File: src/verilog/mac_pkg.sv
`default_nettype none

package mac_pkg;

    //----------------------------------------------------------------------
    // frame layout on the GMII side
    //----------------------------------------------------------------------

    localparam logic [7:0] preamble_byte = 8'h55;     // sent preamble_count times
    localparam logic [7:0] sfd_byte      = 8'hd5;     // start frame delimiter

    localparam int preamble_count = 7;                // bytes before the delimiter
    localparam int fcs_bytes      = 4;                // frame check sequence length

    //----------------------------------------------------------------------
    // CRC-32 as used by the Ethernet FCS
    //----------------------------------------------------------------------

    // the running value is kept in reflected form, so bit 0 is the
    // first bit on the wire; the FCS is the complement, low byte first

    localparam logic [31:0] crc_init = 32'hffff_ffff;

    // 0x04C11DB7 with its bit order reversed
    localparam logic [31:0] crc_poly_rev = 32'hedb8_8320;

    // one byte folded into the CRC, lsb first
    function automatic logic [31:0] crc32_next(
        input logic [7:0]  data,
        input logic [31:0] crc
    );
        logic [31:0] c;

        c = crc ^ {24'h000000, data};                 // byte enters at the low end
        for (int i = 0; i < 8; i++)
        begin
            if (c[0])
                c = (c >> 1) ^ crc_poly_rev;          // feedback tap
            else
                c = c >> 1;
        end
        return c;
    endfunction

    // residue check would use 0xdebb20e3; the transmit side has no use for it

endpackage

`default_nettype wire

File: src/verilog/tx_pipe_pkg.sv
`default_nettype none

package tx_pipe_pkg;

    //----------------------------------------------------------------------
    // data carried between the transmit stages
    //----------------------------------------------------------------------

    typedef logic [7:0] tx_byte_t;                    // one GMII byte

    // what the sequencer puts in the stage word this cycle
    typedef enum logic [1:0] {
        kind_idle     = 2'd0,                         // nothing on the line
        kind_header   = 2'd1,                         // preamble or delimiter
        kind_payload  = 2'd2,                         // frame data, goes into the CRC
        kind_fcs_slot = 2'd3                          // filled with an FCS byte downstream
    } stage_kind_t;

endpackage

`default_nettype wire
File: src/verilog/gmii_tx_mac.sv
`default_nettype none

module gmii_tx_mac #(
    parameter int fifo_depth = 32,                    // store size, power of two
    parameter int gap_cycles = 12                     // interframe gap in cycles
) (
    input  wire                   clock,
    input  wire                   reset,

    // host side
    input  wire                   host_valid,
    input  tx_pipe_pkg::tx_byte_t host_data,
    input  wire                   host_last,
    output logic                  credit_return,

    // GMII transmit
    output tx_pipe_pkg::tx_byte_t tx_data,
    output logic                  tx_en
);

    //----------------------------------------------------------------------
    // store -> sequencer -> FCS inserter
    //----------------------------------------------------------------------

    tx_pipe_pkg::tx_byte_t    head_data;
    logic                     head_last;
    logic                     frame_ready;
    logic                     pop;
    tx_pipe_pkg::stage_kind_t stage_kind;
    tx_pipe_pkg::tx_byte_t    stage_data;

    tx_byte_store #(
        .fifo_depth    (fifo_depth)
    ) i_store (
        .clock         (clock),
        .reset         (reset),
        .host_valid    (host_valid),
        .host_data     (host_data),
        .host_last     (host_last),
        .credit_return (credit_return),
        .pop           (pop),
        .head_data     (head_data),
        .head_last     (head_last),
        .frame_ready   (frame_ready)
    );

    tx_frame_sequencer #(
        .gap_cycles    (gap_cycles)
    ) i_sequencer (
        .clock         (clock),
        .reset         (reset),
        .frame_ready   (frame_ready),
        .head_data     (head_data),
        .head_last     (head_last),
        .pop           (pop),
        .stage_kind    (stage_kind),
        .stage_data    (stage_data)
    );

    tx_fcs_inserter i_fcs (
        .clock         (clock),
        .reset         (reset),
        .stage_kind    (stage_kind),
        .stage_data    (stage_data),
        .tx_data       (tx_data),
        .tx_en         (tx_en)
    );

endmodule

`default_nettype wire

File: src/verilog/tx_byte_store.sv
`default_nettype none

module tx_byte_store #(
    parameter int fifo_depth = 32                     // bytes, power of two
) (
    input  wire                   clock,
    input  wire                   reset,

    input  wire                   host_valid,
    input  tx_pipe_pkg::tx_byte_t host_data,
    input  wire                   host_last,
    output logic                  credit_return,

    input  wire                   pop,
    output tx_pipe_pkg::tx_byte_t head_data,
    output logic                  head_last,
    output logic                  frame_ready
);

    localparam int addr_bits = $clog2(fifo_depth);

    //----------------------------------------------------------------------
    // storage
    //----------------------------------------------------------------------

    tx_pipe_pkg::tx_byte_t data_mem [fifo_depth];
    logic                  last_mem [fifo_depth];

    // pointers carry one extra wrap bit so full and empty differ
    logic [addr_bits:0] wr_ptr;
    logic [addr_bits:0] rd_ptr;
    logic [addr_bits:0] frame_count;                  // complete frames held

    always_ff @(posedge clock)
    begin
        if (host_valid)
        begin
            data_mem[wr_ptr[addr_bits-1:0]] <= host_data;
            last_mem[wr_ptr[addr_bits-1:0]] <= host_last;
        end
    end

    // head of the queue, valid the cycle after a pop
    assign head_data = data_mem[rd_ptr[addr_bits-1:0]];
    assign head_last = last_mem[rd_ptr[addr_bits-1:0]];

    assign frame_ready = (frame_count != '0);

    //----------------------------------------------------------------------
    // pointers, frame count, credits
    //----------------------------------------------------------------------

    always_ff @(posedge clock)
    begin
        if (reset)
        begin
            wr_ptr        <= '0;
            rd_ptr        <= '0;
            frame_count   <= '0;
            credit_return <= 1'b0;
        end
        else
        begin
            if (host_valid)
                wr_ptr <= wr_ptr + 1'b1;              // host holds a credit, no full check
            if (pop)
                rd_ptr <= rd_ptr + 1'b1;

            case ({host_valid && host_last, pop && head_last})
                2'b10:   frame_count <= frame_count + 1'b1;
                2'b01:   frame_count <= frame_count - 1'b1;
                default: frame_count <= frame_count;  // none, or one in and one out
            endcase

            credit_return <= pop;                     // slot freed one cycle after pop
        end
    end

endmodule

`default_nettype wire

File: src/verilog/tx_fcs_inserter.sv
`default_nettype none

module tx_fcs_inserter (
    input  wire                         clock,
    input  wire                         reset,

    input  tx_pipe_pkg::stage_kind_t    stage_kind,
    input  tx_pipe_pkg::tx_byte_t       stage_data,

    output tx_pipe_pkg::tx_byte_t       tx_data,
    output logic                        tx_en
);

    localparam int index_bits = $clog2(mac_pkg::fcs_bytes);

    logic [31:0]           crc;                       // reflected running value
    logic [index_bits-1:0] fcs_index;                 // which FCS byte goes next
    tx_pipe_pkg::tx_byte_t fcs_byte;

    // complemented CRC, low byte first
    assign fcs_byte = ~crc[8*fcs_index +: 8];

    //----------------------------------------------------------------------
    // control
    //----------------------------------------------------------------------

    always_ff @(posedge clock)
    begin
        if (reset)
        begin
            tx_en     <= 1'b0;
            fcs_index <= '0;
        end
        else
        begin
            tx_en <= (stage_kind != tx_pipe_pkg::kind_idle);

            if (stage_kind == tx_pipe_pkg::kind_header)
                fcs_index <= '0;
            else if (stage_kind == tx_pipe_pkg::kind_fcs_slot)
                fcs_index <= fcs_index + 1'b1;
        end
    end

    //----------------------------------------------------------------------
    // CRC and output byte
    //----------------------------------------------------------------------

    always_ff @(posedge clock)
    begin
        case (stage_kind)
            tx_pipe_pkg::kind_header:
                crc <= mac_pkg::crc_init;             // restarts on every header byte
            tx_pipe_pkg::kind_payload:
                crc <= mac_pkg::crc32_next(stage_data, crc);
            default:
                crc <= crc;                           // held through the FCS slots
        endcase

        if (stage_kind == tx_pipe_pkg::kind_fcs_slot)
            tx_data <= fcs_byte;
        else
            tx_data <= stage_data;
    end

endmodule

`default_nettype wire

File: src/verilog/tx_frame_sequencer.sv
`default_nettype none

module tx_frame_sequencer #(
    parameter int gap_cycles = 12                     // minimum idle cycles after a frame
) (
    input  wire                         clock,
    input  wire                         reset,

    input  wire                         frame_ready,
    input  tx_pipe_pkg::tx_byte_t       head_data,
    input  wire                         head_last,
    output logic                        pop,

    output tx_pipe_pkg::stage_kind_t    stage_kind,
    output tx_pipe_pkg::tx_byte_t       stage_data
);

    localparam int count_bits = $clog2(gap_cycles + mac_pkg::preamble_count + 1);

    localparam logic [2:0] st_idle      = 3'd0;
    localparam logic [2:0] st_preamble  = 3'd1;
    localparam logic [2:0] st_delimiter = 3'd2;
    localparam logic [2:0] st_payload   = 3'd3;
    localparam logic [2:0] st_fcs       = 3'd4;
    localparam logic [2:0] st_gap       = 3'd5;

    logic [2:0]            state;
    logic [count_bits-1:0] count;                     // shared by preamble, fcs and gap

    //----------------------------------------------------------------------
    // state machine
    //----------------------------------------------------------------------

    always_ff @(posedge clock)
    begin
        if (reset)
        begin
            state <= st_idle;
            count <= '0;
        end
        else
        begin
            case (state)
                st_idle:
                    if (frame_ready)
                    begin
                        state <= st_preamble;
                        count <= '0;
                    end
                st_preamble:
                    if (count == count_bits'(mac_pkg::preamble_count - 1))
                        state <= st_delimiter;
                    else
                        count <= count + 1'b1;
                st_delimiter:
                    state <= st_payload;
                st_payload:
                    if (head_last)                    // last byte popped this cycle
                    begin
                        state <= st_fcs;
                        count <= '0;
                    end
                st_fcs:
                    if (count == count_bits'(mac_pkg::fcs_bytes - 1))
                    begin
                        state <= st_gap;
                        count <= '0;
                    end
                    else
                        count <= count + 1'b1;
                st_gap:
                    if (count == count_bits'(gap_cycles - 1))
                        state <= st_idle;
                    else
                        count <= count + 1'b1;
                default:
                    state <= st_idle;
            endcase
        end
    end

    //----------------------------------------------------------------------
    // stage word, decoded from the state
    //----------------------------------------------------------------------

    assign pop = (state == st_payload);               // one byte per payload cycle

    always_comb
    begin
        stage_kind = tx_pipe_pkg::kind_idle;
        stage_data = 8'h00;
        case (state)
            st_preamble:
            begin
                stage_kind = tx_pipe_pkg::kind_header;
                stage_data = mac_pkg::preamble_byte;
            end
            st_delimiter:
            begin
                stage_kind = tx_pipe_pkg::kind_header;
                stage_data = mac_pkg::sfd_byte;
            end
            st_payload:
            begin
                stage_kind = tx_pipe_pkg::kind_payload;
                stage_data = head_data;
            end
            st_fcs:
                stage_kind = tx_pipe_pkg::kind_fcs_slot;  // byte filled in downstream
            default:
                stage_kind = tx_pipe_pkg::kind_idle;
        endcase
    end

endmodule

`default_nettype wire

File: config.mk
export PLATFORM = sky130hd
export DESIGN_NAME = gmii_tx_mac
export DESIGN_NICKNAME = d
export VERILOG_FILES = /design/src/verilog/mac_pkg.sv /design/src/verilog/tx_pipe_pkg.sv /design/src/verilog/gmii_tx_mac.sv /design/src/verilog/tx_byte_store.sv /design/src/verilog/tx_fcs_inserter.sv /design/src/verilog/tx_frame_sequencer.sv
export SDC_FILE = /design/constraint.sdc
export NUM_CORES = 1
export LEC_CHECK = 0
export BUFFER_PORTS_ARGS = -buffer_cell sky130_fd_sc_hd__buf_2
export CORE_MARGIN = 2
export CORE_UTILIZATION = 52
export CTS_BUF_LIST = sky130_fd_sc_hd__clkbuf_16
export CTS_CLUSTER_SIZE = 28
export DETAILED_ROUTE_END_ITERATION = 12
export PLACE_DENSITY = 0.8
export SETUP_SLACK_MARGIN = 0.2
export SLEW_MARGIN = 20
export SYNTH_ARGS = -nofsm -noshare
export SYNTH_HDL_FRONTEND = slang
export SYNTH_SLANG_ARGS = --single-unit
File: constraint.sdc
create_clock -name clock -period 3.68 [get_ports clock]
set_input_delay 0.368 -clock clock [delete_from_list [all_inputs] [get_ports clock]]
set_output_delay 0.368 -clock clock [all_outputs]
set_load 0.005 [all_outputs]
==> flow_metrics.py, run 1 <==
metrics = {
    "run_status": {
        "outcome": "completed",
    },
    "clock_tree": {
        "cts_sinks": 361,
        "clk-insertion-delay-late_ns": 0.54,
        "clockBufferDepth": 3,
        "cts_tree": "built",
        "clkTransAtPathRegs_ns": 0.06,
        "htreeDepth": 2,
        "cts_root_buf": "clkbuf_16",
        "cts-buffers-inserted": 37,
        "hold_buffers": 0,
    },
    "setup_path": {
        "cp.required_ns": 4.14,
        "arrival_ns": 3.94,
        "end_kind": "register",
        "r2r_slack_ns": 0.20,
        "critPathLaunchType": "register",
        "path_max_fanout": 7,
        "ff2ff_path_depth": 14,
        "r2r-end": "i_store.frame_count[5]$_SDFFE_PP0P_",
        "path_class": "reg2reg",
    },
    "timing": {
        "max_slew_margin_pct": 28.37,
        "tns_ns": 0,
        "finalHoldViolCount": 0,
        "fin_ws_ns": 0.1978,
        "tightest_slew_ns": 1.071,
        "period_needed_ns": 3.482,
        "finClkSkew_ns": 0.02092,
        "max_freq_ghz": 0.2872,
        "rsz0062_at_grt": "yes",
        "finalCritPeriodShare_pct": 94.63,
        "finalSetupViolCount": 0,
        "slew_viol_final": 0,
    },
    "finish": {
        "fin_nets": 1049,
        "syn2layout_area_growth_pct": 15.04,
        "mostFrequentLayoutCells": "edfxtp_1, buf_4, nand2_1",
        "final_cell_area_um2": 18220,
        "n_fill_cell": 2105,
        "mostFrequentLayoutCell": "edfxtp_1",
        "diodes": 0,
        "drive_above_1_share_pct": 26.31,
    },
    "worst_hold_path": {
        "hold_path_class": "in2reg",
        "worstHoldStart": "host_valid",
        "holdPathEnd": "i_store.wr_ptr[0]$_SDFFE_PP0P_",
        "whs_path_depth": 3,
    },
    "global_route": {
        "grt_pass1_wl_um": 51620,
        "grt-ovfl-total": 0,
        "antenna_found_initial": 0,
        "grtUsageTotal_pct": 22.17,
        "grt_pass1_vias": 8477,
        "grt_max_degree": 34,
    },
    "synth": {
        "synth_area_leaders": "edfxtp_1, mux4_2, dfxtp_1, mux2i_1, mux4_1",
        "async_flop_share_pct": 0,
        "synth_largest_type_area_fraction_pct": 60.69,
        "synth_warnings": 0,
        "synth_top_cell_by_area": "edfxtp_1",
        "ys.flop_type": "edfxtp_1",
        "yosysSeqAreaShare_pct": 65.87,
        "syn_area_um2": 15830,
        "synth_fp_nets": 940,
        "synth_cell_type_count": 75,
        "synth_edf_count": 320,
        "avgSynthCellArea_um2": 17.38,
        "syn_inst": 911,
        "ys_ff_latch": 361,
    },
    "place": {
        "placed_area_um2": 16550,
        "gp_congestion": 0.8254,
        "place_hpwl_um": 21230,
        "place_ws_ns": 0.03281,
        "portBuffers": 21,
    },
    "power": {
        "leakagePower_uw": 0.006023,
        "ir_drop_mv": 0.4709,
        "powerDensity_nw_per_um2": 686.0,
    },
    "route": {
        "routed_wl_um": 34530,
        "wl_per_cell_um": 23.99,
        "drcViolationCount": 0,
        "first_pass_iters": 5,
        "drt_iter0_drc": 1011,
        "via_per_inst": 5.976,
        "dr_total_vias": 8599,
        "antenna_left": 0,
    },
    "die": {
        "start_util_pct": 53.14,
        "num_io_pins": 22,
        "chipHeight_um": 178.5,
        "rows": 63,
        "die_x_um": 178.5,
        "die_area_um2": 31860,
        "core-area_um2": 29800,
    },
    "job": {
        "cap_violations": 0,
    },
}
sequential cells by signal, indices dropped and copies added (netlist names), named ones only:
register               flops
i_store.credit_return      1
i_store.last_mem          32
i_fcs.tx_data              8
i_store.rd_ptr             5
i_fcs.tx_en                1
i_fcs.fcs_index            2
i_sequencer.state          3
i_sequencer.count          5
i_fcs.crc                 32
i_store.wr_ptr             5
i_store.frame_count        6
i_store.data_mem         256
worst max path at each step:
stage                        start                             endpoint  slack, ns  depth (start not counted)
after floorplan           register  i_store.frame_count[5]$_SDFFE_PP0P_       0.05                         18
after global placement    register  i_store.frame_count[5]$_SDFFE_PP0P_       0.13                         12
after detailed placement  register  i_store.frame_count[5]$_SDFFE_PP0P_       0.03                         12
after CTS                 register  i_store.frame_count[5]$_SDFFE_PP0P_       0.11                         13
after global routing      register  i_store.frame_count[5]$_SDFFE_PP0P_       0.08                         14
final                     register  i_store.frame_count[5]$_SDFFE_PP0P_       0.20                         14
worst max-delay path, stage by stage (launching register included):
cell and delay (ns):
dfxtp_4 0.42, buf_8 0.15, mux4_2 0.51, mux4_2 0.51, mux2i_4 0.19, nor2_1 0.08
ha_2 0.24, ha_4 0.22, a21o_1 0.16, a21oi_2 0.15, o21bai_1 0.11, a21oi_2 0.14
xnor2_1 0.10, or3_1 0.31, a21oi_1 0.12
metrics by stage:
step | total power [uW] | utilization (%) | instances | hold slack, ns
floorplan | 7649 | - | 911 | 0.4624
global placement | 8399 | 55.53 | 1332 | 0.4758
detailed placement | 8449 | 55.53 | 1332 | 0.4866
CTS | 12290 | 60.16 | 1414 | 0.2107
global route | 13020 | 61.13 | 1439 | 0.2392
finish | 12490 | 61.13 | 1439 | 0.2351
area by class of cell:
class,instances,area (um^2),area share [%]
clock buffer,38,950.9,5.220
sequential,361,10440,57.31
tap,390,488.0,2.679
clock inverter,30,266.5,1.463
timing repair buffer,113,964.7,5.296
inverter,18,67.56,0.3709
multi-input combinational,489,5039,27.66
cell families after synthesis:
logic type | after synthesis | share of synthesized area (%)
AND/OR/NAND/NOR | 189 | 5.539
multiplexers | 122 | 13.41
adder cells (fa/ha/maj) | 17 | 1.391
XOR/XNOR | 80 | 7.033
flip-flops | 361 | 65.87
buffers and inverters | 61 | 2.829
AO/OA/AOI/OAI | 81 | 3.927
cells in the mapped netlist, drive strengths merged (3+ instances only):
cell type and instances:
a21o 3, mux2 13, o22ai 4, a22oi 10, nand2 63, xnor2 43
a211oi 4, xor3 5, or3 4, nand4 4, buf 24, edfxtp 320
and2 4, clkbuf 19, dfxtp 41, nor4 4, nor3 15, xnor3 11
nand3 10, o21ai 9, nand2b 4, nand3b 3, mux2i 43, xor2 21
mux4 66, ha 16, nor2b 3, a31oi 7, a21oi 25, nor2 63
inv 18
where the power goes:
group,leakage (uW),switching [uW],total (uW),internal [uW]
Combinational,0.00224,1720,3810,2080
Clock,0.000623,1560,3740,2170
Sequential,0.00316,157,4950,4790
Total,0.00602,3440,12500,9050
layer usage:
metal / wire, um / global-route usage, % / part of all wire [%]
met1: 13720 / 30.11 / 40
met2: 17110 / 37.07 / 50
met3: 2858 / 3.772 / 8.3
met4: 834 / 6.538 / 2.4
met5: 0 / 0 / 0
timing repair:
| item | in CTS | in global routing |
|---|---|---|
| gates resized for setup | 7 | 11 |
| setup buffers | 14 | 24 |
| endpoints found under the hold margin | 0 | 0 |
| cloned | 0 | 1 |
| pin swaps | 8 | 14 |
| endpoints found under the setup margin | 11 | 23 |
No activity file was read; power rests on OpenSTA's default activity.
==> run 2, diff against run 1 <==
Settings changed: PLACE_DENSITY 0.8 to 0.7.
==> run 2 against run 1 <==
Design area decreased by 1.5%. Clock power down 4%. Clock skew increased by 0.00067 ns.
==> flow_metrics.py, run 2 (synthesis gave the netlist of run 1 again) <==
metrics = {
    "setup_path": {
        "path_max_fanout": 20,
        "end_kind": "register",
        "ff2ff_path_depth": 9,
        "arrival_ns": 3.68,
        "cp.required_ns": 3.94,
        "critPathLaunchType": "register",
        "path_class": "reg2reg",
    },
    "finish": {
        "mostFrequentLayoutCells": "edfxtp_1, buf_4, nand2_1",
        "diodes": 0,
        "drive_above_1_share_pct": 24.59,
        "fin_nets": 1030,
        "syn2layout_area_growth_pct": 13.35,
        "mostFrequentLayoutCell": "edfxtp_1",
        "layout.cells.non_filler": 1419,
        "largest_reg_flops": 256,
    },
    "die": {
        "chipHeight_um": 178.5,
        "die_area_um2": 31860,
        "rows": 63,
        "die_x_um": 178.5,
        "core-area_um2": 29800,
        "start_util_pct": 53.14,
        "num_io_pins": 22,
    },
    "global_route": {
        "grt-ovfl-total": 0,
        "grt_pass1_vias": 8293,
        "antenna_found_initial": 0,
        "grt_pass1_wl_um": 51630,
        "grtUsageTotal_pct": 22.27,
        "grt_max_degree": 33,
    },
    "timing": {
        "fin_ws_ns": 0.2671,
        "slew_viol_final": 0,
        "period_needed_ns": 3.413,
        "max_slew_margin_pct": 21.01,
        "finClkSkew_ns": 0.02159,
        "finalSetupViolCount": 0,
        "max_freq_ghz": 0.2930,
        "tns_ns": 0,
        "tightest_slew_ns": 1.172,
        "finalCritPeriodShare_pct": 92.74,
        "finalHoldViolCount": 0,
        "rsz0062_at_grt": "yes",
    },
    "place": {
        "dp.cells": 1338,
        "portBuffers": 21,
        "gp_congestion": 0.8313,
        "place_ws_ns": 0.05850,
        "place_hpwl_um": 22040,
    },
    "worst_hold_path": {
        "whs_path_depth": 3,
        "hold_path_class": "in2reg",
    },
    "route": {
        "drcViolationCount": 0,
        "drt_iter0_drc": 783,
        "dr_total_vias": 8289,
        "wl_per_cell_um": 23.99,
        "via_per_inst": 5.841,
        "antenna_left": 0,
        "first_pass_iters": 5,
        "routed_wl_um": 34040,
    },
    "clock_tree": {
        "clk-insertion-delay-late_ns": 0.53,
        "cts_root_buf": "clkbuf_16",
        "clkTransAtPathRegs_ns": 0.06,
        "cts-buffers-inserted": 38,
        "cts_sinks": 361,
        "htreeDepth": 2,
        "hold_buffers": 0,
        "cts_tree": "built",
        "clockBufferDepth": 3,
    },
    "power": {
        "powerDensity_nw_per_um2": 679.8,
        "ir_drop_mv": 0.4277,
        "leakagePower_uw": 0.005897,
    },
    "job": {
        "cap_violations": 0,
    },
    "run_status": {
        "outcome": "completed",
    },
}
-- run 2: cell count changes in the layout (fill, tap and decap cells not counted), sizes merged --
cell,before,now
inv,28,30
buf,112,93
clkinvlp,2,1
bufinv,4,2
-- run 2: layout make-up --
type	count	area (um^2)
sequential	361	10440
clock buffer	39	975.9
multi-input combinational	489	5049
fill	2162	11850
inverter	18	67.56
tap	390	488.0
timing repair buffer	93	730.7
clock inverter	29	196.4
-- run 2: power breakdown --
part           switching, uW  total, uW  internal (uW)  leakage (uW)
clock                   1520       3580           2060      0.000617
combinational           1710       3690           1980       0.00212
sequential               134       4930           4790       0.00316
-- run 2: path summary, 6_finish.rpt --
path | slack, ns | start | end
setup reg to reg | 0.27 | register | i_fcs.crc[26]$_SDFFCE_PP1P_
hold / removal | 0.23 | host_valid | i_store.wr_ptr[0]$_SDFFE_PP0P_
hold reg to reg | 0.50 | i_store.frame_count[5]$_SDFFE_PP0P_ | i_store.frame_count[5]$_SDFFE_PP0P_
setup / recovery | 0.27 | register | i_fcs.crc[26]$_SDFFCE_PP1P_
-- run 2: routing by layer --
metal  part of all wire [%]  vias up  routed length, um  track usage [%]
li1                       -     3718                  -                -
met1                     43     4235              14520            30.86
met2                     49      275              16730            37.13
met3                    5.9       61               2005            3.517
met4                    2.3        0                785            5.793
met5                      0        -                  0                0
-- run 2: repair_timing --
item / CTS / global route
pin swaps: 8 / 10
endpoints found under the setup margin: 12 / 12
buffers inserted: 5 / 8
resized for setup: 14 / 6
-- run 2: critical path, stage by stage, from the launching register on --
cell	delay, ns
dfxtp_4	0.57
buf_4	0.32
and2_1	0.27
a22oi_1	0.14
a41o_1	0.34
o311ai_4	0.40
xnor2_1	0.21
xnor3_2	0.53
xor3_1	0.31
nand2_1	0.05
-- run 2: metrics by stage --
stage	hold slack, ns	instance area [um^2]	total power (uW)	utilization (%)
2_1_floorplan	0.4624	15860	7649	-
3_3_place_gp	0.4776	16540	8576	55.52
3_5_place_dp	0.4818	16540	8594	55.52
4_1_cts	0.2233	17850	12210	59.91
5_1_grt	0.2680	17950	12760	60.24
6_report	0.2346	17950	12200	60.24
